$ cat config.mk
export PLATFORM = sky130hd
export DESIGN_NAME = frame_sum_stage
export DESIGN_NICKNAME = d
export VERILOG_FILES = /design/src/verilog/cdc_pkg.sv /design/src/verilog/frame_sum_stage.sv
export SDC_FILE = /design/constraint.sdc
export NUM_CORES = 1
export LEC_CHECK = 0
export ABC_CLOCK_PERIOD_IN_PS = 2340
export BUFFER_PORTS_ARGS = -buffer_cell sky130_fd_sc_hd__buf_2
export CORE_UTILIZATION = 30
export DETAILED_ROUTE_END_ITERATION = 16
export HOLD_SLACK_MARGIN = 0.02
export MAX_ROUTING_LAYER = met4
export PLACE_DENSITY_LB_ADDON = 0.1
export SLEW_MARGIN = 40
export SYNTH_ARGS = -nofsm -noshare
export SYNTH_HDL_FRONTEND = slang
export SYNTH_SLANG_ARGS = --single-unit
$ cat constraint.sdc
create_clock -name rclk -period 2.34 [get_ports rclk]
set_input_delay 0.468 -clock rclk [delete_from_list [all_inputs] [get_ports rclk]]
set_output_delay 0.468 -clock rclk [all_outputs]
set_load 0.05 [all_outputs]
$ cat src/verilog/cdc_pkg.sv
package cdc_pkg;

   // Width of one payload word
   localparam int DATA_W = 32;

   // One FIFO entry, a payload word plus its end-of-frame marker
   typedef struct packed {
      logic              last;
      logic [DATA_W-1:0] data;
   } fifo_word_t;

   // Register access decoded from the APB address
   typedef enum logic [1:0] {
      OP_NONE      = 2'd0,
      OP_PUSH_MID  = 2'd1,
      OP_PUSH_LAST = 2'd2,
      OP_STATUS    = 2'd3
   } reg_op_e;

   // Register offsets
   localparam logic [3:0] REG_PUSH_MID  = 4'h0;
   localparam logic [3:0] REG_PUSH_LAST = 4'h4;
   localparam logic [3:0] REG_STATUS    = 4'h8;

   // Status word layout, level sits in the low bits
   localparam int STATUS_FULL_BIT = 31;

endpackage

$ cat src/verilog/frame_sum_stage.sv
`timescale 1ns/1ps

module frame_sum_stage (
   input  logic                       rclk,
   input  logic                       arst,
   input  cdc_pkg::fifo_word_t        rd_word_i,
   input  logic                       rd_valid_i,
   output logic                       rd_ready_o,
   output logic                       out_valid_o,
   output logic [cdc_pkg::DATA_W-1:0] out_data_o,
   output logic                       out_last_o,
   output logic [cdc_pkg::DATA_W-1:0] out_sum_o,
   input  logic                       out_ready_i
);

   import cdc_pkg::*;

   fifo_word_t        out_q;
   logic [DATA_W-1:0] acc;
   logic [DATA_W-1:0] sum_q;
   logic              take;

   // Accept when the output register is empty or being drained this cycle
   assign rd_ready_o = ~out_valid_o | out_ready_i;
   assign take       = rd_valid_i & rd_ready_o;

   always_ff @(posedge rclk or posedge arst) begin
      if (arst) begin
         out_valid_o <= 1'b0;
         acc         <= '0;
      end else begin
         if (take) begin
            out_valid_o <= 1'b1;
         end else if (out_ready_i) begin
            out_valid_o <= 1'b0;
         end
         // Running XOR restarts after each frame end
         if (take) begin
            acc <= rd_word_i.last ? '0 : (acc ^ rd_word_i.data);
         end
      end
   end

   always_ff @(posedge rclk) begin
      if (take) begin
         out_q <= rd_word_i;
         if (rd_word_i.last) begin
            sum_q <= acc ^ rd_word_i.data;
         end
      end
   end

   assign out_data_o = out_q.data;
   assign out_last_o = out_q.last;
   assign out_sum_o  = sum_q;

endmodule

== After elaboration in Yosys (flattened, before gate mapping) ==
Index checks and enable logic that the tools add are counted.
Widths: inputs -> output; s select.
Word-level totals
  register bits: 98
  output and inout port bits: 67
Operators by class
  mux-type cells: 3
  bitwise operators: 4
  reductions and logical operators: 2
Operator list (count)
  $mux 32: 1
  $xor 32x32->32: 1
  $mux 1: 2
  $reduce_and 2->1: 1
  $reduce_bool 2->1: 1
  $and 1x1->1: 1
  $not 1->1: 1
  $or 1x1->1: 1

== Depth between registers and ports, before layout ==
  depth in word-level cells: 4
  mapped depth: 5
  mapped depth without buffers: 3

== Least setup slack after synthesis ==
Ideal clock, no wire load.
  kind: reg-to-reg
  from: reg out_valid_o
  to: reg sum_q[0] (netlist: out_sum_o[0]) (enable)
  arrival time: 1.902 ns
  data required time: 1.948 ns
  slack: 0.046 ns
  cell stages (with the launch flop): 5
  path buffers: 2
  cells stage by stage: dfrtp_1 > nand2b_4 > buf_8 > buf_6 > and3_1
Between the ends
  word-level cells in the longest chain between the ends: 4
Ends and longest elaborated chain
  start: declaration: line frame_sum_stage.sv:9  | output logic out_valid_o,
  start signal: assignment: line frame_sum_stage.sv:29  | out_valid_o <= 1'b0;
  start signal: assignment: line frame_sum_stage.sv:33  | out_valid_o <= 1'b1;
  start signal: assignment: line frame_sum_stage.sv:35  | out_valid_o <= 1'b0;
  $not 1->1: line frame_sum_stage.sv:24  | assign rd_ready_o = ~out_valid_o | out_ready_i;
  $or 1x1->1: line frame_sum_stage.sv:24
  named net rd_ready_o: line frame_sum_stage.sv:8  | output logic rd_ready_o,
  $and 1x1->1: line frame_sum_stage.sv:25  | assign take = rd_valid_i & rd_ready_o;
  $reduce_and 2->1 (no line)
  end signal: assignment: line frame_sum_stage.sv:48  | sum_q <= acc ^ rd_word_i.data;
  end: declaration: line frame_sum_stage.sv:20  | logic [DATA_W-1:0] sum_q;
The timed path passes the listed nets, and every way through them passes these cells.
A chain may end at the register's enable or synchronous reset.

== Final worst setup path ==
  from: reg out_valid_o
  to: out rd_ready_o
Between the ends
  word-level cells in the longest chain between the ends: 2
Ends and longest elaborated chain (line)
  $not 1->1: frame_sum_stage.sv:24
  $or 1x1->1: frame_sum_stage.sv:24
  end: declaration: frame_sum_stage.sv:8
No other way between the ends.

==> reports/metrics.cfg <==
[logic_synthesis]
ys_seq_area_frac=0.7010
postSynth.asyncResetShare=0.3367
number_of_storage_elements_in_the_synthesis_netlist=98
syn_nets=286
mappedNetlistArea_um2=3963
postSynthAreaPerCell_um2=15.91
syn_inst=249
synth.top_cell.area_share=0.4926
ys.warnings.count=0
distinct_cell_type_count_of_the_synthesized_netlist=20
post_synthesis_cell_type_with_the_largest_combined_area=edfxtp_1
yosys_most_used_dff=edfxtp_1
synth_edf_count=65
synth.area.top_cells=edfxtp_1 (49%), dfrtp_1 (21%), xor2_1 (6.9%), o2bb2ai_1 (6.6%), o211ai_1 (5.9%)

[global_route]
antenna_found_initial=0
global_route.overflow_total=0
global_route_wire_length_before_repair_um=12740
grt.total_usage=0.1327
grt_max_degree=34
grt_pass1_vias=2304

[power]
pwr_density_cell_nw_per_um2=866.7
power.clock.fraction=0.342
finalPower_uw=4277
p_switching_uw=1154
power_frac_comb=0.159
sequentialPowerShare=0.499
p_sw_frac=0.2698
irDropWorstVdd_uv=307.8
leakage_uw=0.002008
intPower_uw=3123

[route]
dr_total_vias=2405
detail_route.wl_per_cell_um=15.79
detailroute.wirelength.met3_um=382
top_layer=met4
ant_nets=0
wl_met1_um=3990
drt_iter0_drc=138
remaining_drc_errors=0
drt-vias-per-instance=4.521
drt_pass1_iterations=4
met2WireLength_um=3960
routed_wirelength_um=8398

[floorplanning]
fp.dieArea_um2=13670
initial_core_util=0.3102
ioPinCount=104
die_height_um=116.9
placeable_core_area_um2=12770
die-width_um=116.9
rows=41

[cells_and_area]
finalNetCount=392
flow.area_growth_from_synthesis_pct=24.53
drive_gt1_frac=0.3583
antennaDiodeCount=0

[setup_path]
critical_path_cell_count=2
startpoint_of_the_worst_register_to_register_path=out_valid_o
worstPathRequired_ns=1.87
regToRegSetupSlack_ns=0.78
timing.reg2reg.worst_path_depth=3
critical_path.slowest_cell=dfrtp_1
critPathLaunch=out_valid_o
crit_path_cell_trace=nand2b_4 > buf_2
worstPathBufferInverterCount=1
worst_r2r_endpoint=out_sum_o[8]
cp_data_arrival_time_ns=1.37
critical-path-max-stage-delay_ns=0.42
critPathCaptureType=output pin
worst-path-max-fanout=25
cp_top_family=flip-flops
critical_path.endpoint=rd_ready_o
worst-setup-path-type=reg2out
critical_path.startpoint_type=register

[min_path]
hold_path_class=in2async

[run]
number_of_violations_of_the_max_capacitance_limit=0

[sta]
final_min_period_over_clock_period=0.7859
fin_setup_tns_ns=0
rsz_0062_raised_after_global_routing=no
worst_slew_pin_slew_ns=0.4731
clock.fmax_mhz=543.8
timing.final.setup_violations=0
period_minus_slack_ns=1.839
skew_ns=0.002795
timing_max_transition_violations_final=0
relSlewSlack=0.6846
hold_violations=0

[clocking]
cts.sinks=98
postCtsHoldBufs=0
cts_resized=0
clock_path_buffers=2
clock_latency_ns=0.33
cts-root-buf=clkbuf_16
clock_pin_slew_of_the_registers_on_the_worst_case_setup_and_hold_paths_ns=0.06
cts_tree=done
htreeDepth=3
cts_bufs_inserted=9
cts.repair_timing.setup_buffer_count=0

[place]
port_buffers=103
dp_hpwl_um=5410
place.gp.congestion=0.7061

[run_status]
status=complete, no violations

-- flip-flops by register name, summed over array words and instances (netlist names) --
| name | count |
|---|---|
| out_valid_o | 1 |
| out_sum_o | 32 |
| acc | 32 |
| out_last_o | 1 |
| out_data_o | 32 |
-- metal layers --
layer	vias to the layer above	track usage
met3	4	0.03193
met4	0	0.05063
met5	-	-
li1	1160	-
met1	1175	0.1700
met2	66	0.2039
-- worst min-delay path by stage --
stage | end | cells after the start | slack, ns | from
2_1_floorplan | acc[0] | 1 | 0.49 | acc[0]
3_3_place_gp | acc[30] | 1 | 0.50 | acc[30]
3_5_place_dp | acc[1] | 1 | 0.51 | acc[1]
4_1_cts | acc[31] | 2 | 0.17 | arst
5_1_grt | acc[31] | 2 | 0.19 | arst
6_report | acc[18] | 2 | 0.15 | arst
-- cell usage in the layout (no fill, tap or decap) --
cell type / count
a31oi_1: 1
o2bb2ai_2: 1
o211ai_1: 31
clkinv_1: 2
dfrtp_1: 33
bufinv_16: 1
inv_4: 1
inv_1: 1
clkbuf_8: 1
nand2b_1: 32
buf_12: 1
or2_2: 1
clkinv_2: 1
nand2b_4: 1
buf_4: 6
xor2_1: 31
clkbuf_1: 2
nor2b_1: 2
and2_2: 1
edfxtp_1: 65
and3_2: 1
o2bb2ai_1: 30
buf_2: 103
o22ai_1: 1
clkbuf_16: 9
nand3b_4: 1
-- layout make-up --
type,count,area [µm²]
fillers,1231,7839
flip-flops and latches,98,2778
multi-input cells,134,1062
repair buffers,110,580.6
clock buffers,12,246.5
well taps,172,215.2
clock inverters,4,42.54
inverters,2,10.01
-- metrics by stage --
stage	setup WS, ns	std cells	hold slack, ns	util	area (µm²)
final	0.5009	532	0.1533	0.3863	4935
after global routing	0.4152	532	0.1853	0.3863	4935
after CTS	0.4574	532	0.1670	0.3863	4935
after detailed placement	0.5508	516	0.5095	0.3637	4646
after global placement	0.5956	516	0.5019	0.3635	4643
after floorplan	0.04605	249	0.4879	-	3963
-- power by group through the flow --
| stage | Sequential (µW) | Combinational [µW] | Clock, µW |
|---|---|---|---|
| floorplan | 2390 | 285 | 0 |
| global placement | 2170 | 683 | 0 |
| detailed placement | 2170 | 692 | 0 |
| CTS | 2140 | 694 | 1500 |
| global route | 2150 | 741 | 1570 |
| finish | 2130 | 681 | 1460 |
-- cell families after synthesis --
kind of cell / synth area share
AOI/OAI and AO/OA: 0.1320
xor gates and xnor gates: 0.06852
buffers and inverters: 0.03157
DFF: 0.7010
and+or+nand+nor: 0.06694
-- synthesized netlist by cell type, types with 2 or more instances --
library cell,count
edfxtp_1,65
dfrtp_1,33
nand2b_1,32
o211ai_1,31
xor2_1,31
o2bb2ai_1,30
buf_2,7
buf_6,4
buf_4,3
inv_1,2
nor2b_1,2
Power figures use the tool's default switching activity.
