==> src/verilog/cdc_pkg.sv <==
package cdc_pkg;

   // Width of one payload word
   localparam int DATA_W = 32;

   // One FIFO entry, a payload word plus its end-of-frame marker
   typedef struct packed {
      logic              last;
      logic [DATA_W-1:0] data;
   } fifo_word_t;

   // Register access decoded from the APB address
   typedef enum logic [1:0] {
      OP_NONE      = 2'd0,
      OP_PUSH_MID  = 2'd1,
      OP_PUSH_LAST = 2'd2,
      OP_STATUS    = 2'd3
   } reg_op_e;

   // Register offsets
   localparam logic [3:0] REG_PUSH_MID  = 4'h0;
   localparam logic [3:0] REG_PUSH_LAST = 4'h4;
   localparam logic [3:0] REG_STATUS    = 4'h8;

   // Status word layout, level sits in the low bits
   localparam int STATUS_FULL_BIT = 31;

endpackage

==> src/verilog/apb_push_port.sv <==
`timescale 1ns/1ps

module apb_push_port #(
   parameter int AWIDTH = 9
) (
   input  logic                        wclk,
   input  logic                        arst,
   input  logic                        psel_i,
   input  logic                        penable_i,
   input  logic                        pwrite_i,
   input  logic [3:0]                  paddr_i,
   input  logic [cdc_pkg::DATA_W-1:0]  pwdata_i,
   output logic [cdc_pkg::DATA_W-1:0]  prdata_o,
   output logic                        pready_o,
   output logic                        pslverr_o,
   output cdc_pkg::fifo_word_t         wr_word_o,
   output logic                        wr_valid_o,
   input  logic                        wr_ready_i,
   input  logic [AWIDTH-1:0]           level_i
);

   import cdc_pkg::*;

   reg_op_e           op;
   logic              access;
   logic              push;
   logic [DATA_W-1:0] status;

   always_comb begin
      case (paddr_i)
         REG_PUSH_MID:  op = OP_PUSH_MID;
         REG_PUSH_LAST: op = OP_PUSH_LAST;
         REG_STATUS:    op = OP_STATUS;
         default:       op = OP_NONE;
      endcase
   end

   // No wait states
   assign access   = psel_i & penable_i;
   assign pready_o = access;

   // Push is offered to the FIFO for the access cycle only
   assign push       = access & pwrite_i & (op == OP_PUSH_MID || op == OP_PUSH_LAST);
   assign wr_valid_o = push;
   assign wr_word_o  = '{last: (op == OP_PUSH_LAST), data: pwdata_i};

   // A refused push drops its word
   assign pslverr_o = push & ~wr_ready_i;

   // Status word from the live full flag and fill level
   always_comb begin
      status                  = '0;
      status[STATUS_FULL_BIT] = ~wr_ready_i;
      status[AWIDTH-1:0]      = level_i;
   end

   assign prdata_o = (access && !pwrite_i && op == OP_STATUS) ? status : '0;

endmodule

==> config.mk <==
export PLATFORM = sky130hd
export DESIGN_NAME = apb_push_port
export DESIGN_NICKNAME = d
export VERILOG_FILES = /design/src/verilog/cdc_pkg.sv /design/src/verilog/apb_push_port.sv
export SDC_FILE = /design/constraint.sdc
export NUM_CORES = 1
export LEC_CHECK = 0
export BUFFER_PORTS_ARGS = -buffer_cell sky130_fd_sc_hd__clkbuf_2
export CAP_MARGIN = 20
export CORE_MARGIN = 4
export CORE_UTILIZATION = 25
export DETAILED_ROUTE_END_ITERATION = 6
export GPL_TIMING_DRIVEN = 0
export PLACE_DENSITY = 0.83
export SLEW_MARGIN = 25
export SYNTH_ARGS = -nofsm -noshare
export SYNTH_HDL_FRONTEND = slang
export SYNTH_SLANG_ARGS = --single-unit
==> constraint.sdc <==
create_clock -name vclk -period 1.1
set_input_delay 0.055 -clock vclk [all_inputs]
set_output_delay 0.055 -clock vclk [all_outputs]
set_load 0.005 [all_outputs]
======== Word-level counts from Yosys, hierarchy flattened ========
Cells that the tools add are included.
storage, ports and cells
  flip-flop bits (word level) ............. 0
  input bits .............................. 51
  output and inout port bits .............. 68
  word-level logic and storage cells ...... 17
cells by class
  eq/ne operators ......................... 5
  mux-type cells .......................... 2
  bitwise logic cells ..................... 5
  reductions and logical operators ........ 5
operator list
  kind                number
  $mux 32             1
  $pmux 2 s3          1
  $and 1x1->1         4
  $eq 2x2->1 const B  2
  $eq 4x3->1 const B  1
  $eq 4x4->1 const B  1
  $logic_not 4->1     1
  $eq 2x1->1 const B  1
  $logic_and 1x1->1   2
  $logic_not 1->1     1
  $logic_or 1x1->1    1
  $not 1->1           1

======== Logic depth before layout (Yosys ltp) ========
Gate-level depths: netlist (run 1).
  depth in word-level cells ............... 6
  mapped depth ............................ 6
  mapped depth without buffers ............ 5

======== Worst setup path after synthesis (run 1) ========
No wires, ideal clock.
  path kind ............................... input port to output port
  start ................................... in paddr_i[3]
  end ..................................... out pslverr_o
  arrival time ............................ 950 ps
  required time ........................... 1045 ps
  setup slack ............................. 95 ps
  cell stages on the path ................. 5
  path buffers ............................ 0
  cell sequence ........................... xnor2_1 > nor3_1 > ha_1 > and4_1 > nor2b_1
on the way
  cells in the longest elaborated chain, start to end .. 6
  elaborated cells on any way between the ends .. 9
  classes of those cells .................. eq/ne: 4; mux: 1; bitwise: 2; reduce/logical: 2
RTL lines
  element                                   line                 source
  start: declaration                        apb_push_port.sv:11  input logic [3:0] paddr_i,
  $eq 4x4->1 (tied with other cells)        apb_push_port.sv:30  case (paddr_i)
  $pmux 2 s3 (*)                            apb_push_port.sv:30
  $eq 2x1->1 or $eq 2x2->1 (tied branches)  apb_push_port.sv:43  assign push = access & pwrite_i & (op == OP_PUSH_MID || op == OP_PUSH_LAST);
  $logic_or 1x1->1 (*)                      apb_push_port.sv:43
  $and 1x1->1 (*)                           apb_push_port.sv:43
  via wr_valid_o                            apb_push_port.sv:17  output logic wr_valid_o,
  $and 1x1->1 (*)                           apb_push_port.sv:48  assign pslverr_o = push & ~wr_ready_i;
  end: declaration                          apb_push_port.sv:15  output logic pslverr_o,
The timed path passes the listed nets; every way through them passes the cells marked *.

======== Final worst setup path (run 1) ========
  start ................................... in paddr_i[2]
  end ..................................... out prdata_o[3] in the netlist's numbering
on the way
  cells in the longest elaborated chain, start to end .. 5
  elaborated cells on any way between the ends .. 7
  classes of those cells .................. eq/ne: 3; mux: 2; reduce/logical: 2
RTL lines
  element                             line                 source
  $eq 4x4->1 (tied with other cells)  apb_push_port.sv:30
  $pmux 2 s3 (*)                      apb_push_port.sv:30
  $eq 2x2->1 (*)                      apb_push_port.sv:57  assign prdata_o = (access && !pwrite_i && op == OP_STATUS) ? status : '0;
  $logic_and 1x1->1 (*)               apb_push_port.sv:57
  $mux 32 (*)                         apb_push_port.sv:57
  end: declaration                    apb_push_port.sv:13  output logic [cdc_pkg::DATA_W-1:0] prdata_o,
Every way passes the cells marked *; elsewhere a longest branch is shown, timed or not.

==> results of run 1 <==
## per-stage QoR
| step | setup WS (ns) | cells | TNS [ns] | hold WS (ns) |
|---|---|---|---|---|
| global route | -0.274 | 189 | -2.77 | 0.285 |
| floorplan | 0.0952 | 97 | 0 | 0.127 |
| CTS | -0.131 | 189 | -1.20 | 0.280 |
| detailed placement | -0.202 | 188 | -2.01 | 0.280 |
| finish | -0.115 | 189 | -1.04 | 0.279 |
| global placement | -0.210 | 188 | -2.12 | 0.279 |
## final cells by class
| type | instances | area, um2 |
|---|---|---|
| plain buffers | 55 | 417 |
| multi-input cells | 41 | 248 |
| fillers | 225 | 1150 |
| repair buffers | 64 | 339 |
| well taps | 28 | 35.0 |
| inverters | 1 | 3.75 |
## routing by layer
layer / share of wire, % / vias to the layer above / GRT usage (%)
li1: - / 328 / -
met1: 25 / 245 / 7.14
met2: 54 / 64 / 18.2
met3: 21 / 0 / 4.64
met4: 0 / 0 / 0
met5: 0 / - / 0
## worst max path at each step
stage               slack (ns)          end
floorplan                  0.1    pslverr_o
global placement         -0.21  prdata_o[3]
detailed placement       -0.20  prdata_o[3]
CTS                      -0.13  prdata_o[3]
global route             -0.27  prdata_o[1]
finish                   -0.11  prdata_o[3]
## power by group
group          leakage [nW]  internal (mW)  switching (mW)
clock network             0              0               0
registers                 0              0               0
logic                 0.706          0.202          0.0951
## cell usage in the layout, fill, tap and decap left out
cell type  synthesis  layout
and2_1            10      10
and4_4             0       1
and4b_1            1       1
buf_2              0       1
buf_4             54      55
buf_6              1       2
buf_8              0       1
clkbuf_2           0      60
conb_1             1      22
ha_1               2       2
inv_1              1       1
nor2b_1            1       1
nor2b_4            1       1
nor3_2             0       2
xnor2_2            0       1
## cell families after synthesis
group,Yosys count,share of synthesized area (%)
xor+xnor,1,1.54
fa+ha+maj,2,4.39
buf+inv,56,73.8
other cells,1,0.659
simple gates,16,19.6
## synth_stat cells
library cell	count
and2_1	10
inv_1	1
nor2b_4	1
buf_6	1
ha_1	2
nor3_1	2
buf_4	54
conb_1	1
nor2b_1	1
xnor2_1	1
and4b_1	1
and4_1	1
## what timing repair did
| item | CTS | global route |
|---|---|---|
| resized for setup | 2 | 8 |
| endpoints found under the setup margin | 12 | 12 |
| buffers inserted | 1 | 0 |
| hold buffers | 0 | 0 |
| endpoints found under the hold margin | 0 | 0 |
| pin swaps | 0 | 1 |
==> summary.md, run 1 <==
| Metric | Value |
|---|---|
| Outcome | complete, but fails checks |
| Failing checks | setup timing |
| CP max FO | 10 |
| Remaining DRCs | 0 |
| Max cap viols | 0 |
| 1st-pass router iterations | 2 |
| Grt total ovfl | 0 |
| Placer Congestion | 0.656 |
| # rows | 17 |
| Setup violators final | 11 |
| Warnings from Yosys | 0 |
| Die Width | 55.7 um |
| Worst vdd ir | 143 uV |
| WHS Path Cells | 2 |
| Layout cells sized above 1 | 77.0% |
| Fin util | 47.6% |
| Synth area leaders | buf_4 (71%), and2_1 (11%), ha_1 (4.4%), nor2b_4 (2.4%), buf_6 (2.0%) |
| WP data required | 1.04 ns |
| Die Footprint | 3100 um2 |
| ANT cells | 0 |
| Initial Utilization | 26.0% |
| Crit path time final | 1.21 ns |
| RSZ-0062 raised after global routing | yes |
| Post-synth top area cell | buf_4 |
| CP bufs+invs | 3 |
| Vias in the first global route | 579 |
| Max frequency | 823 MHz |
| First-pass GRT wire length | 2370 um |
| Antenna violations before repair | 0 |
| Endpoint type of the worst setup path | output port |
| Fin nets | 216 |
| IO Pins | 119 |
| Syn_area_per_cell | 7.49 um2 |
| Distinct cells, synth | 12 |
| Vias after detailed routing | 637 |
| Worst path max stage delay | 0.20 ns |
| Syn Std Cell Area | 569 um2 |
| Worst hold endpoint | wr_word_o[15] |
| Setup CP Type | primary input to output port |
| Hold_sp | pwdata_i[15] |
| Period utilization | 110% |
| Placed inst area | 998 um2 |
| Number of sequential cells | 0 |
| CP Launch Point | paddr_i[2] |
| Slew Limit Fails | 0 |
| Core box area | 2190 um2 |
| Total power draw | 0.297 mW |
| Hold crit path type | primary input to output port |
| Largest net degree at the start of global routing | 11 |
| Final WS setup | -0.115 ns |
| P_leak | 0.706 nW |
| Vias per inst | 3.37 |
| Hold Fails Final Rpt | 0 |
| Crit path launch type | primary input |
| Seq/Total Area, Yosys | 0% |
| Worst EP arrival | 1.16 ns |
| Design area | 1040 um2 |
| Die Ht | 55.7 um |
| Sequential standard cell area | 0 um2 |
| Synthesis-to-layout area growth | 83.1% |
| Detailed placement HPWL | 1580 um |
| Critical path's slowest cell | and4b_1 |
| Total GRT Usage | 8.59% |
| Stages on worst setup path | 8 |
| Mapped Cells | 76 |
| Worst path cell trace | buf_8 > xnor2_2 > nor3_2 > ha_1 > and4b_1 > buf_6 > and2_1 > clkbuf_2 |
| Post-route ant nets | 0 |
| Drt total wl | 1610 um |
| Wire per inst | 8.49 um |
| 1st-iter DRT viols | 5 |
| Port Buffers | 63 |
| Top delay family on crit path | simple AND/OR/NAND/NOR gates |
| Share of the synthesized area in the top cell type | 71.2% |
| Clock buf count | 0 |
| Pwr Density | 285 nW/um2 |
Power figures use the tool's default switching activity.
==> run 2, diff against run 1 <==
--- a/config.mk
+++ b/config.mk
@@ -5,7 +5,7 @@
 export SDC_FILE = /design/constraint.sdc
 export NUM_CORES = 1
 export LEC_CHECK = 0
-export BUFFER_PORTS_ARGS = -buffer_cell sky130_fd_sc_hd__clkbuf_2
+export BUFFER_PORTS_ARGS = -buffer_cell sky130_fd_sc_hd__buf_2
 export CAP_MARGIN = 20
 export CORE_MARGIN = 4
 export CORE_UTILIZATION = 25
==> summary.md, run 2 (same netlist as run 1, synthesis figures left out) <==
| Metric | Value |
|---|---|
| First-pass GRT wire length | 2330 um (-1.7%) |
| Max cap viols | 0 (unchanged) |
| Most common cell after layout, fill and taps aside | buf_2 |
| Hold Fails Final Rpt | 0 (unchanged) |
| Placer Congestion | 0.654 (-0.27%) |
| # rows | 17 (unchanged) |
| Endpoint type of the worst setup path | output port |
| Period utilization | 110% (-0.28 points) |
| Largest net degree at the start of global routing | 11 (unchanged) |
| Vias in the first global route | 549 (-5.2%) |
| Design area | 1040 um2 (-0.24%) |
| Vias per inst | 3.38 (+0.31%) |
| Setup TNS | -1.03 ns (+0.00885 ns) |
| Post-route ant nets | 0 (unchanged) |
| Max frequency | 825 MHz (+0.25%) |
| Detailed placement HPWL | 1550 um (-1.9%) |
| Antenna violations before repair | 0 (unchanged) |
| Grt total ovfl | 0 (unchanged) |
| ANT cells | 0 (unchanged) |
| 1st-iter DRT viols | 9 (+4) |
| Most frequent cells in the layout | buf_2 (61), buf_4 (55), conb_1 (22) |
| Vias after detailed routing | 639 (+0.31%) |
| Slew Limit Fails | 0 (unchanged) |
| Setup violators final | 11 (unchanged) |
| Wire per inst | 8.59 um (+1.1%) |
| Pwr Density | 282 nW/um2 (-1.1%) |
| Critical path's slowest cell | and4b_1 |
| Non-Filler Instances | 189 (unchanged) |
| Outcome | complete, but fails checks |
| Worst path max stage delay | 0.20 ns (about the same) |
| Drt total wl | 1620 um (+1.1%) |
| Placement Setup Slack | -0.220 ns (-0.0174 ns) |
| Initial Utilization | 26.0% (unchanged) |
| Failing checks | setup timing |
| IO Pins | 119 (unchanged) |
| Number of sequential cells | 0 (unchanged) |
| Total GRT Usage | 8.40% (-0.19 points) |
| Die Footprint | 3100 um2 (unchanged) |
| Layout cells sized above 1 | 76.4% (-0.62 points) |
| Die Ht | 55.7 um (unchanged) |
| Fin nets | 216 (unchanged) |
| WP data required | 1.04 ns (about the same) |
| Worst path cell trace | buf_8 > xnor2_2 > nor3_2 > ha_1 > and4b_1 > buf_6 > and2_1 > buf_2 |
| Fin util | 47.5% (-0.11 points) |
| Sequential standard cell area | 0 um2 (unchanged) |
| Final WS setup | -0.112 ns (+0.00308 ns) |
| Top delay family on crit path | simple AND/OR/NAND/NOR gates |
| RSZ-0062 raised after global routing | yes |
| Remaining DRCs | 0 (unchanged) |
| Die Width | 55.7 um (unchanged) |
| Core box area | 2190 um2 (unchanged) |
| Crit path time final | 1.21 ns (-0.00308 ns) |
| Synthesis-to-layout area growth | 82.6% |
| Total power draw | 0.293 mW (-1.3%) |
| CP max FO | 10 (unchanged) |
| Placed inst area | 998 um2 (unchanged) |
| CP bufs+invs | 3 (unchanged) |
| Worst EP arrival | 1.16 ns (about the same) |
| Hold crit path type | primary input to output port |
| WHS | 0.276 ns (-0.00255 ns) |
| Port Buffers | 63 (unchanged) |
| Setup CP Type | primary input to output port |
| P_leak | 0.706 nW (about the same) |
| Cells after DPL | 188 (unchanged) |
| Crit path launch type | primary input |
| Clock buf count | 0 (unchanged) |
| 1st-pass router iterations | 2 (unchanged) |
| Worst vdd ir | 164 uV (+14%) |
run 2: final timing paths:
path | startpoint | end | slack (ns) | cells past startpoint
max | paddr_i[2] | prdata_o[3] | -0.11 | 8
min | pwdata_i[12] | wr_word_o[12] | 0.28 | 2
run 2: per-layer routing:
| layer | track usage (%) | vias to the layer above | wire length [um] | part of all wire, % |
|---|---|---|---|---|
| met5 | 0 | - | 0 | 0 |
| met4 | 0 | 0 | 0 | 0 |
| met3 | 2.55 | 0 | 300 | 18 |
| met2 | 18.1 | 64 | 880 | 54 |
| met1 | 7.98 | 247 | 442 | 27 |
| li1 | - | 328 | - | - |
run 2: power breakdown:
part | internal, mW | total, mW | switching (mW)
Combinational | 0.201 | 0.293 | 0.0919
Sequential | 0 | 0 | 0
Clock | 0 | 0 | 0
Total | 0.201 | 0.293 | 0.0919
run 2: what timing repair did:
item	CTS	global route
endpoints found under the setup margin	12	11
resized for setup	7	0
cloned	0	0
buffers inserted	1	0
hold buffers	0	0
pin swaps	1	0
run 2: area by class of cell:
type | instances | area, um2
Inverter | 1 | 3.75
Tap cell | 28 | 35.0
Buffer | 55 | 417
Timing Repair Buffer | 64 | 339
Multi-Input combinational cell | 41 | 245
Fill cell | 225 | 1150
==> run 3, diff against run 2 <==
--- a/config.mk
+++ b/config.mk
@@ -12,6 +12,7 @@
 export DETAILED_ROUTE_END_ITERATION = 6
 export GPL_TIMING_DRIVEN = 0
 export PLACE_DENSITY = 0.83
+export RECOVER_POWER = 100
 export SLEW_MARGIN = 25
 export SYNTH_ARGS = -nofsm -noshare
 export SYNTH_HDL_FRONTEND = slang
==> summary.md, run 3 (same netlist as run 1, synthesis figures left out) <==
| Metric | Value |
|---|---|
| Hold crit path type | primary input to output port |
| First-pass GRT wire length | 2330 um (unchanged) |
| Final WS setup | -0.112 ns (-0.000457 ns) |
| Initial Utilization | 26.0% (unchanged) |
| Endpoint type of the worst setup path | output port |
| Cells after DPL | 188 (unchanged) |
| Total GRT Usage | 8.40% (unchanged) |
| Non-Filler Instances | 189 (unchanged) |
| Layout cells sized above 1 | 72.7% (-3.7 points) |
| Setup violators final | 11 (unchanged) |
| Multi-input gate area | 245 um2 (unchanged) |
| Wire per inst | 8.45 um (-1.6%) |
| Design area | 1030 um2 (-0.72%) |
| Vias after detailed routing | 643 (+0.63%) |
| Failing checks | setup timing |
| WHS | 0.284 ns (+0.00822 ns) |
| Setup CP Type | primary input to output port |
| Crit path time final | 1.21 ns (+0.000457 ns) |
| Setup TNS | -1.03 ns (-0.00623 ns) |
| Core box area | 2190 um2 (unchanged) |
| Fin nets | 216 (unchanged) |
| RSZ-0062 raised after global routing | yes |
| Worst EP arrival | 1.16 ns (about the same) |
| CTS Hold Bufs | 0 (unchanged) |
| Worst vdd ir | 160 uV (-2.5%) |
| Antenna violations before repair | 0 (unchanged) |
| Clock buf count | 0 (unchanged) |
| ANT cells | 0 (unchanged) |
| Die Width | 55.7 um (unchanged) |
| P_leak | 0.684 nW (-3.2%) |
| Placer Congestion | 0.654 (unchanged) |
| Fin util | 47.1% (-0.34 points) |
| CP max FO | 10 (unchanged) |
| CP Launch Point | paddr_i[2] |
| Drt total wl | 1600 um (-1.6%) |
| Port Buffers | 63 (unchanged) |
| Max frequency | 825 MHz (about the same) |
| Placement Setup Slack | -0.220 ns (unchanged) |
| Post-route ant nets | 0 (unchanged) |
| Die Footprint | 3100 um2 (unchanged) |
| Die Ht | 55.7 um (unchanged) |
| Vias per inst | 3.40 (+0.63%) |
| Outcome | complete, but fails checks |
| Vias in the first global route | 549 (unchanged) |
| Placed inst area | 998 um2 (unchanged) |
| Grt total ovfl | 0 (unchanged) |
| Number of sequential cells | 0 (unchanged) |
| Synthesis-to-layout area growth | 81.3% |
| WP data required | 1.04 ns (about the same) |
| Period utilization | 110% (about the same) |
| Fill cells | 224 (-0.44%) |
| Sequential standard cell area | 0 um2 (unchanged) |
| Remaining DRCs | 0 (unchanged) |
| Detailed placement HPWL | 1550 um (unchanged) |
| Crit path launch type | primary input |
| 1st-iter DRT viols | 15 (+6) |
| Total power draw | 0.285 mW (-2.6%) |
| Largest net degree at the start of global routing | 11 (unchanged) |
| Pwr Density | 276 nW/um2 (-1.9%) |
| IO Pins | 119 (unchanged) |
| Max cap viols | 0 (unchanged) |
| Most common cell after layout, fill and taps aside | buf_2 |
| 1st-pass router iterations | 2 (unchanged) |
| Hold_sp | pwdata_i[3] |
| Slew Limit Fails | 0 (unchanged) |
| Hold Fails Final Rpt | 0 (unchanged) |
| Most frequent cells in the layout | buf_2 (55), buf_4 (28), clkbuf_4 (27) |
| # rows | 17 (unchanged) |
[run 3: changes by cell type in the layout (fill, tap and decap cells not counted)]
cell,change
buf_2,-6
clkbuf_1,+6
buf_4,-27
clkbuf_4,+27
[run 3: cell type report]
cell class                      instances  share of cell area [%]
Buffer                                 55                    40.4
Tap cell                               28                    3.39
Multi-Input combinational cell         41                    23.8
Timing Repair Buffer                   64                    32.1
Inverter                                1                   0.364
[run 3: final timing paths]
path	endpoint	slack (ns)	cells past startpoint
worst min-delay path	wr_word_o[3]	0.28	2
worst max-delay path	prdata_o[31]	-0.11	8
[run 3: power breakdown]
part	internal (mW)	switching [mW]
Sequential	0	0
Clock	0	0
Combinational	0.193	0.0922
Total	0.193	0.0922
[run 3: critical path: stages]
cell and delay [ns]:
buf_8 0.10, xnor2_2 0.13, nor3_2 0.15, ha_1 0.17, and4b_1 0.20, buf_6 0.13
nor2b_4 0.12, buf_2 0.11
[run 3: metal layers]
metal / global-route usage, % / share of wire [%] / vias up
met5: 0 / 0 / -
met4: 0 / 0 / 0
met3: 2.55 / 20 / 0
met2: 18.1 / 55 / 64
met1: 7.98 / 26 / 251
li1: - / - / 328
[run 3: timing repair]
item                       CTS  global route
pin swaps                    1             0
setup endpoints to repair   12            11
gates resized for setup      7             0
setup buffers                1             0
